**config.mk**
```make
export PLATFORM = sky130hd
export DESIGN_NAME = mult_mod_decode
export DESIGN_NICKNAME = d
export VERILOG_FILES = /design/src/secp256k1_pkg.sv /design/src/mult_mod_decode.sv
export SDC_FILE = /design/constraint.sdc
export NUM_CORES = 1
export LEC_CHECK = 0
export CORE_AREA = 5 5 616 618
export DETAILED_ROUTE_END_ITERATION = 6
export DIE_AREA = 0 0 621 623
export DONT_BUFFER_PORTS = 1
export GPL_ROUTABILITY_DRIVEN = 0
export GPL_TIMING_DRIVEN = 0
export HOLD_SLACK_MARGIN = 0.1
export SKIP_CTS_REPAIR_TIMING = 1
export SLEW_MARGIN = 20
export SYNTH_ARGS = -nofsm -noshare
export SYNTH_HDL_FRONTEND = slang
export SYNTH_SLANG_ARGS = --single-unit
```
**constraint.sdc**
```tcl
create_clock -name i_clk -period 1.8 [get_ports i_clk]
set_input_delay 0.09 -clock i_clk [delete_from_list [all_inputs] [get_ports i_clk]]
set_output_delay 0.09 -clock i_clk [all_outputs]
set_load 0.05 [all_outputs]
```
**src/secp256k1_pkg.sv**
```systemverilog
//******************************
// secp256k1 multiplier constants
// Width typedefs and tag layout
// Command and Barrett state enums
//******************************
package secp256k1_pkg;

// Tag width for the user control field
localparam int CTL_BITS = 8;

// Multiplier pipeline depth in cycles
localparam int MULT_LATENCY = 3;

// Internal tag layout is {brt, err, cmd[1:0], ctl}
localparam int TAG_CTL_LSB = 0;
localparam int TAG_CMD_LSB = CTL_BITS;
localparam int TAG_ERR_BIT = CTL_BITS + 2;
localparam int TAG_BRT_BIT = CTL_BITS + 3;
localparam int TAG_BITS    = CTL_BITS + 4;

typedef logic [255:0]          operand_t;
typedef logic [257:0]          mult_in_t;
typedef logic [515:0]          prod_t;
typedef logic [511:0]          wide_t;
typedef logic [CTL_BITS-1:0]   ctl_t;
typedef logic [TAG_BITS-1:0]   tag_t;

// Field prime, 2^256 - 2^32 - 977
localparam operand_t P_MOD =
  256'hFFFFFFFF_FFFFFFFF_FFFFFFFF_FFFFFFFF_FFFFFFFF_FFFFFFFF_FFFFFFFE_FFFFFC2F;
// Group order
localparam operand_t N_MOD =
  256'hFFFFFFFF_FFFFFFFF_FFFFFFFF_FFFFFFFE_BAAEDCE6_AF48A03B_BFD25E8C_D0364141;
// floor(2^512 / n)
localparam logic [256:0] BARRETT_MU =
  257'h1_00000000_00000000_00000000_00000001_45512319_50B75FC4_402DA173_2FC9BEC0;
// 2^256 mod p
localparam logic [32:0] FOLD_C = 33'h1_0000_03D1;

typedef enum logic [1:0] {
  CMD_MOD_P   = 2'd0,
  CMD_MOD_N   = 2'd1,
  CMD_SHIFT_P = 2'd2,
  CMD_RSVD    = 2'd3
} mult_cmd_e;

typedef enum logic [2:0] {IDLE, MUL1, WAIT1, MUL2, WAIT2, SUB, OUT} barrett_state_e;

endpackage

```
**src/mult_mod_decode.sv**
```systemverilog
//******************************
// Multiplier input selection
// External operands or Barrett requests
// Holds input while a mod n op is open
//******************************
module mult_mod_decode (
  input  logic                      i_clk,
  input  logic                      i_rst,
  input  secp256k1_pkg::operand_t   i_dat_a,
  input  secp256k1_pkg::operand_t   i_dat_b,
  input  secp256k1_pkg::mult_cmd_e  i_cmd,
  input  secp256k1_pkg::ctl_t       i_ctl,
  input  logic                      i_err,
  input  logic                      i_val,
  output logic                      o_rdy,
  output secp256k1_pkg::mult_in_t   o_m_a,
  output secp256k1_pkg::mult_in_t   o_m_b,
  output secp256k1_pkg::tag_t       o_m_tag,
  output logic                      o_m_val,
  input  logic                      i_m_rdy,
  input  secp256k1_pkg::mult_in_t   i_brt_a,
  input  secp256k1_pkg::mult_in_t   i_brt_b,
  input  logic                      i_brt_val,
  output logic                      o_brt_rdy,
  input  logic                      i_nr_done
);

localparam int LAT = secp256k1_pkg::MULT_LATENCY;

logic                     live;
logic                     wait_n;
logic [LAT-1:0]           drain;
logic                     owned;
logic                     accept;
secp256k1_pkg::mult_cmd_e cmd;
logic                     err;

// Multiplier belongs to Barrett once older items have left the pipeline
assign owned  = drain[LAT-1];
// Input side opens one cycle after reset and closes during mod n
assign accept = live & ~wait_n;
assign o_rdy  = i_m_rdy & accept;

// Reserved command runs as mod p and is flagged
assign cmd = (i_cmd == secp256k1_pkg::CMD_RSVD) ? secp256k1_pkg::CMD_MOD_P : i_cmd;
assign err = i_err | (i_cmd == secp256k1_pkg::CMD_RSVD);

always_comb begin
  if (owned) begin
    o_m_a     = i_brt_a;
    o_m_b     = i_brt_b;
    o_m_val   = i_brt_val;
    o_brt_rdy = i_m_rdy;
    // Marked so the product goes back to Barrett
    o_m_tag   = {1'b1, 1'b0, secp256k1_pkg::CMD_MOD_N, secp256k1_pkg::ctl_t'(0)};
  end else begin
    o_m_a     = {2'b00, i_dat_a};
    o_m_b     = {2'b00, i_dat_b};
    o_m_val   = i_val & accept;
    o_brt_rdy = 1'b0;
    o_m_tag   = {1'b0, err, cmd, i_ctl};
  end
end

always_ff @(posedge i_clk) begin
  if (i_rst) begin
    live   <= 1'b0;
    wait_n <= 1'b0;
    drain  <= '0;
  end else begin
    live <= 1'b1;
    // Count pipeline advances since the mod n op went in
    if (i_m_rdy) begin
      drain <= {drain[LAT-2:0], wait_n};
    end
    if (i_val && o_rdy && cmd == secp256k1_pkg::CMD_MOD_N) begin
      wait_n <= 1'b1;
    end
    // Mod n result left on the output
    if (i_nr_done) begin
      wait_n <= 1'b0;
      drain  <= '0;
    end
  end
end

endmodule

```
# After elaboration in Yosys (flattened, before gate mapping)
# Cells that the tools add are included.
# totals
register_bits	5
in_bits	1045
elab_cells	20
# classes
eq_ne	2
n_mux	7
bitwise	5
reduce_logical	3
# op_table
op	n
2-to-1 mux 258 bit	2
2-to-1 mux 12 bit	1
AND 1 bit	3
2-to-1 mux 1 bit	3
equality test 2 x 1 -> 1 bit, second input constant	1
equality test 2 bit, second input constant	1
logical AND 1 bit	2
2-to-1 mux 2 bit	1
OR reduction 2 bit	1
NOT 1 bit	1
OR 1 bit	1

# Logic depth before layout (Yosys ltp)
# Gate-level depths: netlist (run 1).
# logic_depth
word_depth	5
depth_mapped	4

# Worst setup path after synthesis (run 1)
# No wires, ideal clock.
# synth_path
kind	flip-flop to output port
from	register drain[2]
to	output o_m_val
t_arrival_ns	1.716
setup_slack_ns	-0.006
path_stages_with_launch	4
path_cell_list	dfxtp_1 buf_6 clkbuf_1 o21ai_0
# synth_via
elab_chain_len	1
# synth_lines
item	line_no	rtl
from (decl)	mult_mod_decode.sv:32	logic [LAT-1:0] drain;
from (signal assigned)	mult_mod_decode.sv:74	drain <= {drain[LAT-2:0], wait_n};
2-to-1 mux 1 bit	mult_mod_decode.sv:49	if (owned) begin
to (decl)	mult_mod_decode.sv:19	output logic o_m_val,
# Every way passes these cells.

# Worst setup path after layout (run 1)
# layout_path
from	register drain[2]
to	output o_m_a[100]
# layout_via
elab_chain_len	1
# layout_lines
item	line_no	rtl
2-to-1 mux 258 bit	mult_mod_decode.sv:49	
to (decl)	mult_mod_decode.sv:16	output secp256k1_pkg::mult_in_t o_m_a,
# Every way passes these cells.

==> results of run 1 <==
==> worst register-to-register path, delay by kind of cell, from the launching register on <==
| family | cells | cell delay (ns) |
|---|---|---|
| buffers and inverters | 3 | 0.95 |
| flip-flops | 1 | 0.38 |
| multiplexers | 1 | 0.09 |
| AND/OR/NAND/NOR | 1 | 0.14 |
==> path summary, 6_finish.rpt <==
| kind | from | endpoint | slack, ns |
|---|---|---|---|
| worst max register to register | drain[2]$_SDFFE_PP0P_ | drain[2]$_SDFFE_PP0P_ | 0.18 |
| worst min register to register | drain[1]$_SDFFE_PP0P_ | drain[1]$_SDFFE_PP0P_ | 0.53 |
| worst max-delay path | drain[2]$_SDFFE_PP0P_ | o_m_a[100] | -0.08 |
| worst min-delay path | i_rst | wait_n$_SDFFE_PP0P_ | 0.13 |
==> cell usage in the layout, fill, tap and decap left out, drive strengths merged <==
cell type	instances
mux2	512
a22o	1
and4b	1
dfxtp	5
clkbuf	14
nand3b	1
o21ai	1
nor3	4
inv	2
nor3b	1
and3b	1
dlygate4sd3	3
nand2	1
nor2	2
mux2i	3
a21oi	1
and2	5
buf	58
a21o	1
nor2b	8
diode	88
==> power by group through the flow <==
stage	combinational, mW	clock (mW)	sequential (mW)
finish	5.33	0.367	0.113
detailed placement	5.12	0	0.116
global placement	5.14	0	0.115
global route	5.43	0.380	0.113
CTS	5.13	0.372	0.114
floorplan	2.87	0	0.115
==> area by class of cell <==
type                            count  area, µm²  area share, %
Sequential cell                     5        104          0.657
Timing Repair Buffer               10        208           1.31
Antenna cell                       88        220           1.39
Inverter                            2       7.51         0.0475
Clock buffer                        4       78.8          0.499
Buffer                             61       1080           6.83
Multi-Input combinational cell    543       7860           49.7
Tap cell                         4994       6250           39.5
==> metrics by stage <==
stage                     cell area, µm²  worst slack [ns]  std cells  hold slack [ns]  utilization (%)
final                              15800           -0.0825       5707            0.127             4.23
after global routing               15600            -0.125       5629            0.120             4.18
after CTS                          13200            -0.930       5610          -0.0669             3.53
after detailed placement           13100            -0.678       5606            0.169             3.51
after global placement             13000             -1.62       5605            0.174             3.49
after floorplan                     6780           0.00212        611            0.147                -
==> synth_stat cells, types with 2 or more instances <==
master      n  area share [%]
clkbuf_8   23             4.7
buf_6      32             5.3
inv_1       2            0.11
nor2b_1     8            0.74
nor3_1      4            0.30
nor2_1      2            0.11
mux2i_1     3            0.44
mux2_2    512              85
and2_1      5            0.46
dfxtp_1     5             1.5
buf_2       2            0.15
clkbuf_1    2            0.11
==> cell families (layout without fill, tap and decap cells) <==
kind of cell / count (synthesis) / count (layout)
AOI/OAI and AO/OA: 4 / 4
buffers and inverters: 63 / 77
DFF: 5 / 5
muxes: 515 / 515
other: 0 / 88
and+or+nand+nor: 24 / 24
==> sequential cells by signal, summed over array words and instances, names as in the netlist <==
signal,flops
drain,3
wait_n,1
live,1
==> layer usage <==
layer,routed length (µm),share of wire [%]
met5,1820,0.45
met4,12400,3.1
met2,199000,50
met3,76300,19
met1,112000,28
==> impl_metrics.py, run 1 <==
metrics = {
    "finish": {
        "fillers": 44400,
        "drive_gt1_share_pct": 96.0,
        "layout.nets": 1671,
        "area_growth_pct": 133,
    },
    "sta": {
        "setup_viol": 268,
        "worst_slew_pin_slew_ns": 1.05,
        "max_freq_mhz": 531,
        "slew_viol_final": 0,
        "fin_ws_ns": -0.0825,
        "slew_headroom_pct": 30.4,
        "fin_skew_ns": 0.000266,
        "hold_viol_final": 0,
        "finalCritPeriodShare_pct": 105,
        "fin_setup_tns_ns": -7.18,
        "period_minus_slack_ns": 1.88,
        "grt_setup_unrepaired": "true",
    },
    "power_and_ir_drop": {
        "p_sw_share_pct": 77.9,
        "p_clk_share_pct": 6.3,
        "p_switching_mw": 4.52,
        "p_total_mw": 5.81,
        "intPower_mw": 1.29,
        "power_leakage_nw": 4.15,
        "sequentialPowerShare_pct": 1.9,
        "p_comb_share_pct": 91.7,
        "vdd_drop_max_mv": 0.189,
        "power_density_nw_per_um2": 367,
    },
    "worst_setup_path": {
        "worstSetupPathType": "reg2out",
        "slowest_delay_ns": 0.45,
        "slowest_stage": "mux2_4",
        "critPathTopFamily": "buffers and inverters",
        "worstPathRequired_ns": 1.71,
        "ff2ff_path_depth": 5,
        "cp_cell_sequence": "buf_12 > clkbuf_16 > buf_12 > mux2_4",
        "worstPathArrival_ns": 1.79,
        "worst-path-buf-inv": 3,
        "critPathMaxFanout": 10,
        "cp_common_cell": "buf_12",
        "path_depth": 4,
        "cp-end-kind": "output pin",
        "cp-start-kind": "flip-flop",
    },
    "synthesis": {
        "synth-seq-cells": 5,
        "ys_seq_area_share_pct": 1.48,
        "synthAdderAreaFrac_pct": 0,
        "synth-simple-area-share_pct": 2.16,
        "synth_edf_count": 0,
        "syn_area_per_cell_um2": 11.1,
        "synthXorXnorAreaFrac_pct": 0,
        "synth_flop_cell": "dfxtp_1",
        "synth_mux_area_share_pct": 85.4,
        "synthesis.instances": 611,
        "netlist_area_um2": 6780,
        "synth_top_family_by_area": "multiplexers",
        "synth-async-reset-ratio_pct": 0,
        "yosysWarningCount": 0,
        "ys_types": 23,
        "syn_nets": 1656,
        "synth_compound_area_share_pct": 0.387,
    },
    "routing": {
        "viasPerCell": 1.69,
        "drtIter0Drc": 660,
        "wire_per_inst_um": 70.3,
        "drt_first_pass_iters": 5,
        "postRouteAntennaNets": 0,
        "vias": 9646,
        "drcViolationCount": 0,
        "routed_wl_um": 401000,
    },
    "place": {
        "dp.final_hpwl_um": 392000,
        "io_buffer_count": 0,
    },
    "floorplanning": {
        "fp.dieH_um": 623,
        "core.rowCount": 225,
        "start_util_pct": 1.81,
        "io_pins": 1576,
        "core_area_um2": 374000,
        "die_w_um": 621,
        "dieArea_um2": 387000,
    },
    "global_routing": {
        "grt_max_degree": 11,
        "top_usage_layer": "met2",
        "antenna_found_initial": 625,
        "grt_use_met3_pct": 16.9,
        "met1_usage_pct": 16.5,
        "grt_remaining_overflow": 0,
        "grt_pass1_wl_um": 420000,
        "grt_pass1_vias": 7385,
        "grt_use_met2_pct": 37.0,
        "grt_use_total_pct": 19.8,
    },
    "cts": {
        "cts_sinks": 5,
        "clk_pin_slew_ns": 0.03,
        "cts_tree": "done",
        "clk-insertion-delay-late_ns": 0.23,
        "clock_path_buffers": 2,
        "cts_buffers": 3,
        "cts-root-buf": "clkbuf_16",
        "htreeDepth": 1,
    },
    "status": {
        "violations": "setup timing",
        "outcome": "finished with violations",
    },
    "worst_hold_path": {
        "hp-class": "in2reg",
        "holdPathStages": 2,
    },
    "run": {
        "maxCapViolCount": 0,
    },
}
No activity file was read; power rests on OpenSTA's default activity.
==> run 2: changes to the inputs <==
==> constraint.sdc (replaced) <==
create_clock -name i_clk -period 1.7 [get_ports i_clk]
set_input_delay 0.085 -clock i_clk [delete_from_list [all_inputs] [get_ports i_clk]]
set_output_delay 0.085 -clock i_clk [all_outputs]
set_load 0.005 [all_outputs]
==> impl_metrics.py, run 2 (same netlist as run 1, synthesis figures left out) <==
metrics = {
    "status": {
        "outcome": "finished with violations",
        "violations": "setup timing",
    },
    "sta": {
        "fin_ws_ns": -0.181,
        "fin_skew_ns": 0.000505,
        "fin_setup_tns_ns": -51.54,
        "slew_headroom_pct": 42.3,
        "hold_viol_final": 0,
        "period_minus_slack_ns": 1.88,
        "worst_slew_pin_slew_ns": 0.864,
        "setup_viol": 497,
        "grt_setup_unrepaired": "true",
        "finalCritPeriodShare_pct": 111,
        "slew_viol_final": 0,
        "max_freq_mhz": 532,
    },
    "cts": {
        "clk-insertion-delay-late_ns": 0.24,
        "cts_buffers": 3,
        "cts_sinks": 5,
        "clk_pin_slew_ns": 0.03,
        "htreeDepth": 1,
        "cts-root-buf": "clkbuf_16",
        "clock_path_buffers": 2,
        "cts_tree": "done",
    },
    "power_and_ir_drop": {
        "p_total_mw": 3.73,
        "power_density_nw_per_um2": 241,
        "vdd_drop_max_mv": 0.206,
        "power_leakage_nw": 3.84,
    },
    "finish": {
        "layout_commonest_cell": "mux2_4",
        "area_growth_pct": 128,
        "top_register": "drain",
        "fillers": 44500,
        "largest_register_ffs": 3,
        "drive_gt1_share_pct": 95.2,
        "final_util_pct": 4.14,
        "layout.nets": 1676,
        "largestRegisters": "drain (3), live (1), wait_n (1)",
        "final_cell_mix": "381 x mux2_4, 131 x mux2_2, 24 x buf_12",
    },
    "worst_setup_path": {
        "slowest_stage": "mux2_4",
        "slowest_delay_ns": 0.42,
        "cp-end-kind": "output pin",
        "critPathTopFamily": "buffers and inverters",
        "worstPathArrival_ns": 1.80,
        "critPathMaxFanout": 10,
        "worstSetupPathType": "reg2out",
        "cp-start-kind": "flip-flop",
        "cp-startpoint": "drain[2]$_SDFFE_PP0P_",
        "cp_cell_sequence": "buf_16 > buf_12 > buf_6 > mux2_4",
        "worstPathRequired_ns": 1.62,
        "worst-path-buf-inv": 3,
        "reg2reg_from": "drain[2]$_SDFFE_PP0P_",
    },
    "routing": {
        "routed_wl_um": 396000,
        "drt_first_pass_iters": 4,
        "postRouteAntennaNets": 0,
        "drtIter0Drc": 618,
        "drcViolationCount": 0,
        "viasPerCell": 1.72,
        "wire_per_inst_um": 69.2,
        "vias": 9872,
    },
    "floorplanning": {
        "io_pins": 1576,
        "fp.dieH_um": 623,
        "start_util_pct": 1.81,
        "die_w_um": 621,
        "core_area_um2": 374000,
        "dieArea_um2": 387000,
        "core.rowCount": 225,
    },
    "run": {
        "maxCapViolCount": 0,
    },
    "place": {
        "io_buffer_count": 0,
        "dp.final_hpwl_um": 387000,
    },
    "global_routing": {
        "antenna_found_initial": 654,
        "grt_use_total_pct": 19.5,
        "grt_remaining_overflow": 0,
        "grt_pass1_vias": 7279,
        "grt_pass1_wl_um": 415000,
        "grt_max_degree": 11,
    },
    "worst_hold_path": {
        "worstHoldStart": "i_rst",
        "hp-class": "in2reg",
    },
}
==> run 2: cell types whose count changed in the layout (fill, tap and decap cells not counted), moves of 3 or more <==
cell,delta
buf_12,-4
buf_4,+3
clkbuf_8,+5
diode_2,+12
mux2_2,+99
mux2_4,-99
nor2b_1,+4
nor2b_2,-3
==> run 2: final cells by class <==
cell class / count / area (µm²) / area share (%)
inverter: 2 / 7.51 / 0.0485
clock buffer: 4 / 78.8 / 0.510
sequential: 5 / 104 / 0.671
multi-input combinational: 543 / 7450 / 48.2
antenna: 100 / 250 / 1.62
buffer: 61 / 1060 / 6.84
tap: 4994 / 6250 / 40.4
timing repair buffer: 15 / 270 / 1.75
==> run 2: worst register-to-register path, stage by stage, from the launching register on <==
cell       delay, ns
dfxtp_4         0.41
clkbuf_16       0.21
buf_4           0.17
clkbuf_16       0.18
buf_4           0.13
mux2i_1         0.06
nor3_1          0.16
==> run 2: per-layer routing <==
metal,share of wire [%],track usage [%],up-vias
met5,0.49,0,-
met3,20,17.3,1075
met2,48,34.9,1991
met4,2.3,1.35,292
li1,-,-,2490
met1,29,17.0,4024
==> run 2: power breakdown <==
| group | internal, mW | switching (mW) |
|---|---|---|
| Sequential | 0.118 | 0.00108 |
| Combinational | 0.827 | 2.39 |
| Clock | 0.311 | 0.0799 |
| Total | 1.26 | 2.47 |
==> run 2: metrics by stage <==
step	area (µm²)	setup WS (ns)	instances	hold slack [ns]
3_3_place_gp	13000	-1.20	5605	0.152
3_5_place_dp	13100	-0.572	5605	0.156
2_1_floorplan	6780	0.506	611	0.142
6_report	15500	-0.181	5724	0.125
4_1_cts	13100	-0.817	5609	-0.0843
5_1_grt	15300	-0.213	5671	0.151
==> run 2: final timing paths <==
check                          end  slack (ns)  cells past startpoint
max                     o_m_a[231]       -0.18                      4
max reg2reg  drain[2]$_SDFFE_PP0P_        0.30                      6
min reg2reg  drain[0]$_SDFFE_PP0P_        0.52                      2
min            wait_n$_SDFFE_PP0P_        0.13                      2
==> run 3: changes to the inputs <==
--- a/config.mk
+++ b/config.mk
@@ -5,9 +5,9 @@
 export SDC_FILE = /design/constraint.sdc
 export NUM_CORES = 1
 export LEC_CHECK = 0
-export CORE_AREA = 5 5 616 618
+export CORE_AREA = 5 5 605 607
 export DETAILED_ROUTE_END_ITERATION = 6
-export DIE_AREA = 0 0 621 623
+export DIE_AREA = 0 0 610 612
 export DONT_BUFFER_PORTS = 1
 export GPL_ROUTABILITY_DRIVEN = 0
 export GPL_TIMING_DRIVEN = 0
==> impl_metrics.py, run 3 (same netlist as run 1, synthesis figures left out) <==
metrics = {
    "floorplanning": {
        "fp.dieH_um": 612,
        "dieArea_um2": 373000,
        "io_pins": 1576,
        "core.rowCount": 221,
        "die_w_um": 610,
        "start_util_pct": 1.88,
        "core_area_um2": 361000,
    },
    "sta": {
        "slew_viol_final": 0,
        "hold_viol_final": 0,
        "fin_skew_ns": 0.00168,
        "fin_setup_tns_ns": -4.30,
        "max_freq_mhz": 565,
        "worst_slew_pin_slew_ns": 1.00,
        "setup_viol": 211,
        "hold-worst-slack_ns": 0.129,
        "grt_setup_unrepaired": "true",
        "fin_ws_ns": -0.0694,
        "period_minus_slack_ns": 1.77,
        "finalCritPeriodShare_pct": 104,
        "slew_headroom_pct": 33.5,
    },
    "finish": {
        "largestRegisters": "drain (3), live (1), wait_n (1)",
        "final_util_pct": 4.19,
        "largest_register_ffs": 3,
        "layout_commonest_cell": "mux2_4",
        "top_register": "drain",
        "area_growth_pct": 123,
        "final_cell_mix": "353 x mux2_4, 159 x mux2_2, 21 x buf_12",
        "layout.nets": 1666,
        "drive_gt1_share_pct": 95.8,
    },
    "place": {
        "io_buffer_count": 0,
        "dp.final_hpwl_um": 371000,
    },
    "cts": {
        "clk_pin_slew_ns": 0.03,
        "cts_sinks": 5,
        "cts_tree": "done",
        "cts-root-buf": "clkbuf_16",
        "clock_path_buffers": 2,
        "htreeDepth": 1,
        "clk-insertion-delay-late_ns": 0.23,
        "cts_buffers": 3,
    },
    "worst_setup_path": {
        "slowest_delay_ns": 0.51,
        "critPathMaxFanout": 10,
        "worstPathRequired_ns": 1.62,
        "worst-path-buf-inv": 3,
        "cp_cell_sequence": "clkbuf_16 > buf_12 > buf_6 > mux2_2",
        "ff2ff_path_depth": 4,
        "regToRegEndpoint": "drain[2]$_SDFFE_PP0P_",
        "cp-startpoint": "drain[2]$_SDFFE_PP0P_",
        "cp-end-kind": "output pin",
        "slowest_stage": "mux2_2",
        "worstPathArrival_ns": 1.68,
        "critPathTopFamily": "buffers and inverters",
        "cp-start-kind": "flip-flop",
        "worstSetupPathType": "reg2out",
        "reg2reg_from": "drain[2]$_SDFFE_PP0P_",
        "ff2ff_setup_slack_ns": 0.60,
    },
    "worst_hold_path": {
        "worstHoldStart": "i_rst",
        "holdPathStages": 2,
        "hold_end": "wait_n$_SDFFE_PP0P_",
        "hp-class": "in2reg",
    },
    "power_and_ir_drop": {
        "vdd_drop_max_mv": 0.138,
        "power_density_nw_per_um2": 241,
        "power_leakage_nw": 3.68,
    },
    "routing": {
        "postRouteAntennaNets": 0,
        "drt_first_pass_iters": 5,
        "wire_per_inst_um": 67.9,
        "routed_wl_um": 380000,
        "vias": 10300,
        "drtIter0Drc": 805,
        "viasPerCell": 1.85,
        "drcViolationCount": 0,
    },
    "status": {
        "violations": "setup timing",
        "outcome": "finished with violations",
    },
    "global_routing": {
        "grt_remaining_overflow": 0,
        "grt_max_degree": 11,
        "grt_pass1_wl_um": 397000,
        "grt_pass1_vias": 7540,
        "grt_use_total_pct": 19.3,
        "antenna_found_initial": 671,
    },
    "run": {
        "maxCapViolCount": 0,
    },
}
-- run 3: layout make-up --
type	count	area, µm²
Antenna cell	181	453
Buffer	61	1000
Clock buffer	4	78.8
Fill cell	42800	345000
Inverter	2	7.51
Multi-Input combinational cell	543	7390
Sequential cell	5	104
Tap cell	4794	6000
Timing Repair Buffer	5	95.1
-- run 3: worst max-delay path by stage --
stage | end | slack (ns) | cells past startpoint
2_1_floorplan | o_m_a[113] | 0.51 | 4
3_3_place_gp | o_m_val | -1.23 | 3
3_5_place_dp | o_m_b[257] | -0.58 | 3
4_1_cts | o_m_b[257] | -0.82 | 3
5_1_grt | o_m_b[184] | -0.10 | 4
6_report | o_m_b[187] | -0.07 | 4
-- run 3: per-stage QoR --
stage | cells | total power [mW] | cell area [µm²] | setup slack [ns]
2_1_floorplan | 611 | 0.847 | 6780 | 0.506
3_3_place_gp | 5405 | 3.14 | 12800 | -1.23
3_5_place_dp | 5405 | 3.11 | 12800 | -0.581
4_1_cts | 5409 | 3.51 | 12900 | -0.824
5_1_grt | 5525 | 3.74 | 14900 | -0.105
6_report | 5595 | 3.64 | 15100 | -0.0694
-- run 3: power breakdown --
part | internal (mW) | leakage (nW) | switching, mW
clock network | 0.311 | 0.0393 | 0.0840
logic | 0.809 | 3.60 | 2.32
registers | 0.118 | 0.0415 | 0.00111
-- run 3: routing by layer --
| metal | global-route usage [%] | share of wire (%) | vias up | routed length, µm |
|---|---|---|---|---|
| li1 | - | - | 2563 | - |
| met1 | 16.0 | 28 | 4195 | 106000 |
| met2 | 33.6 | 47 | 2084 | 179000 |
| met3 | 18.5 | 20 | 1145 | 77000 |
| met4 | 3.62 | 4.1 | 342 | 15400 |
| met5 | 0 | 0.63 | - | 2380 |
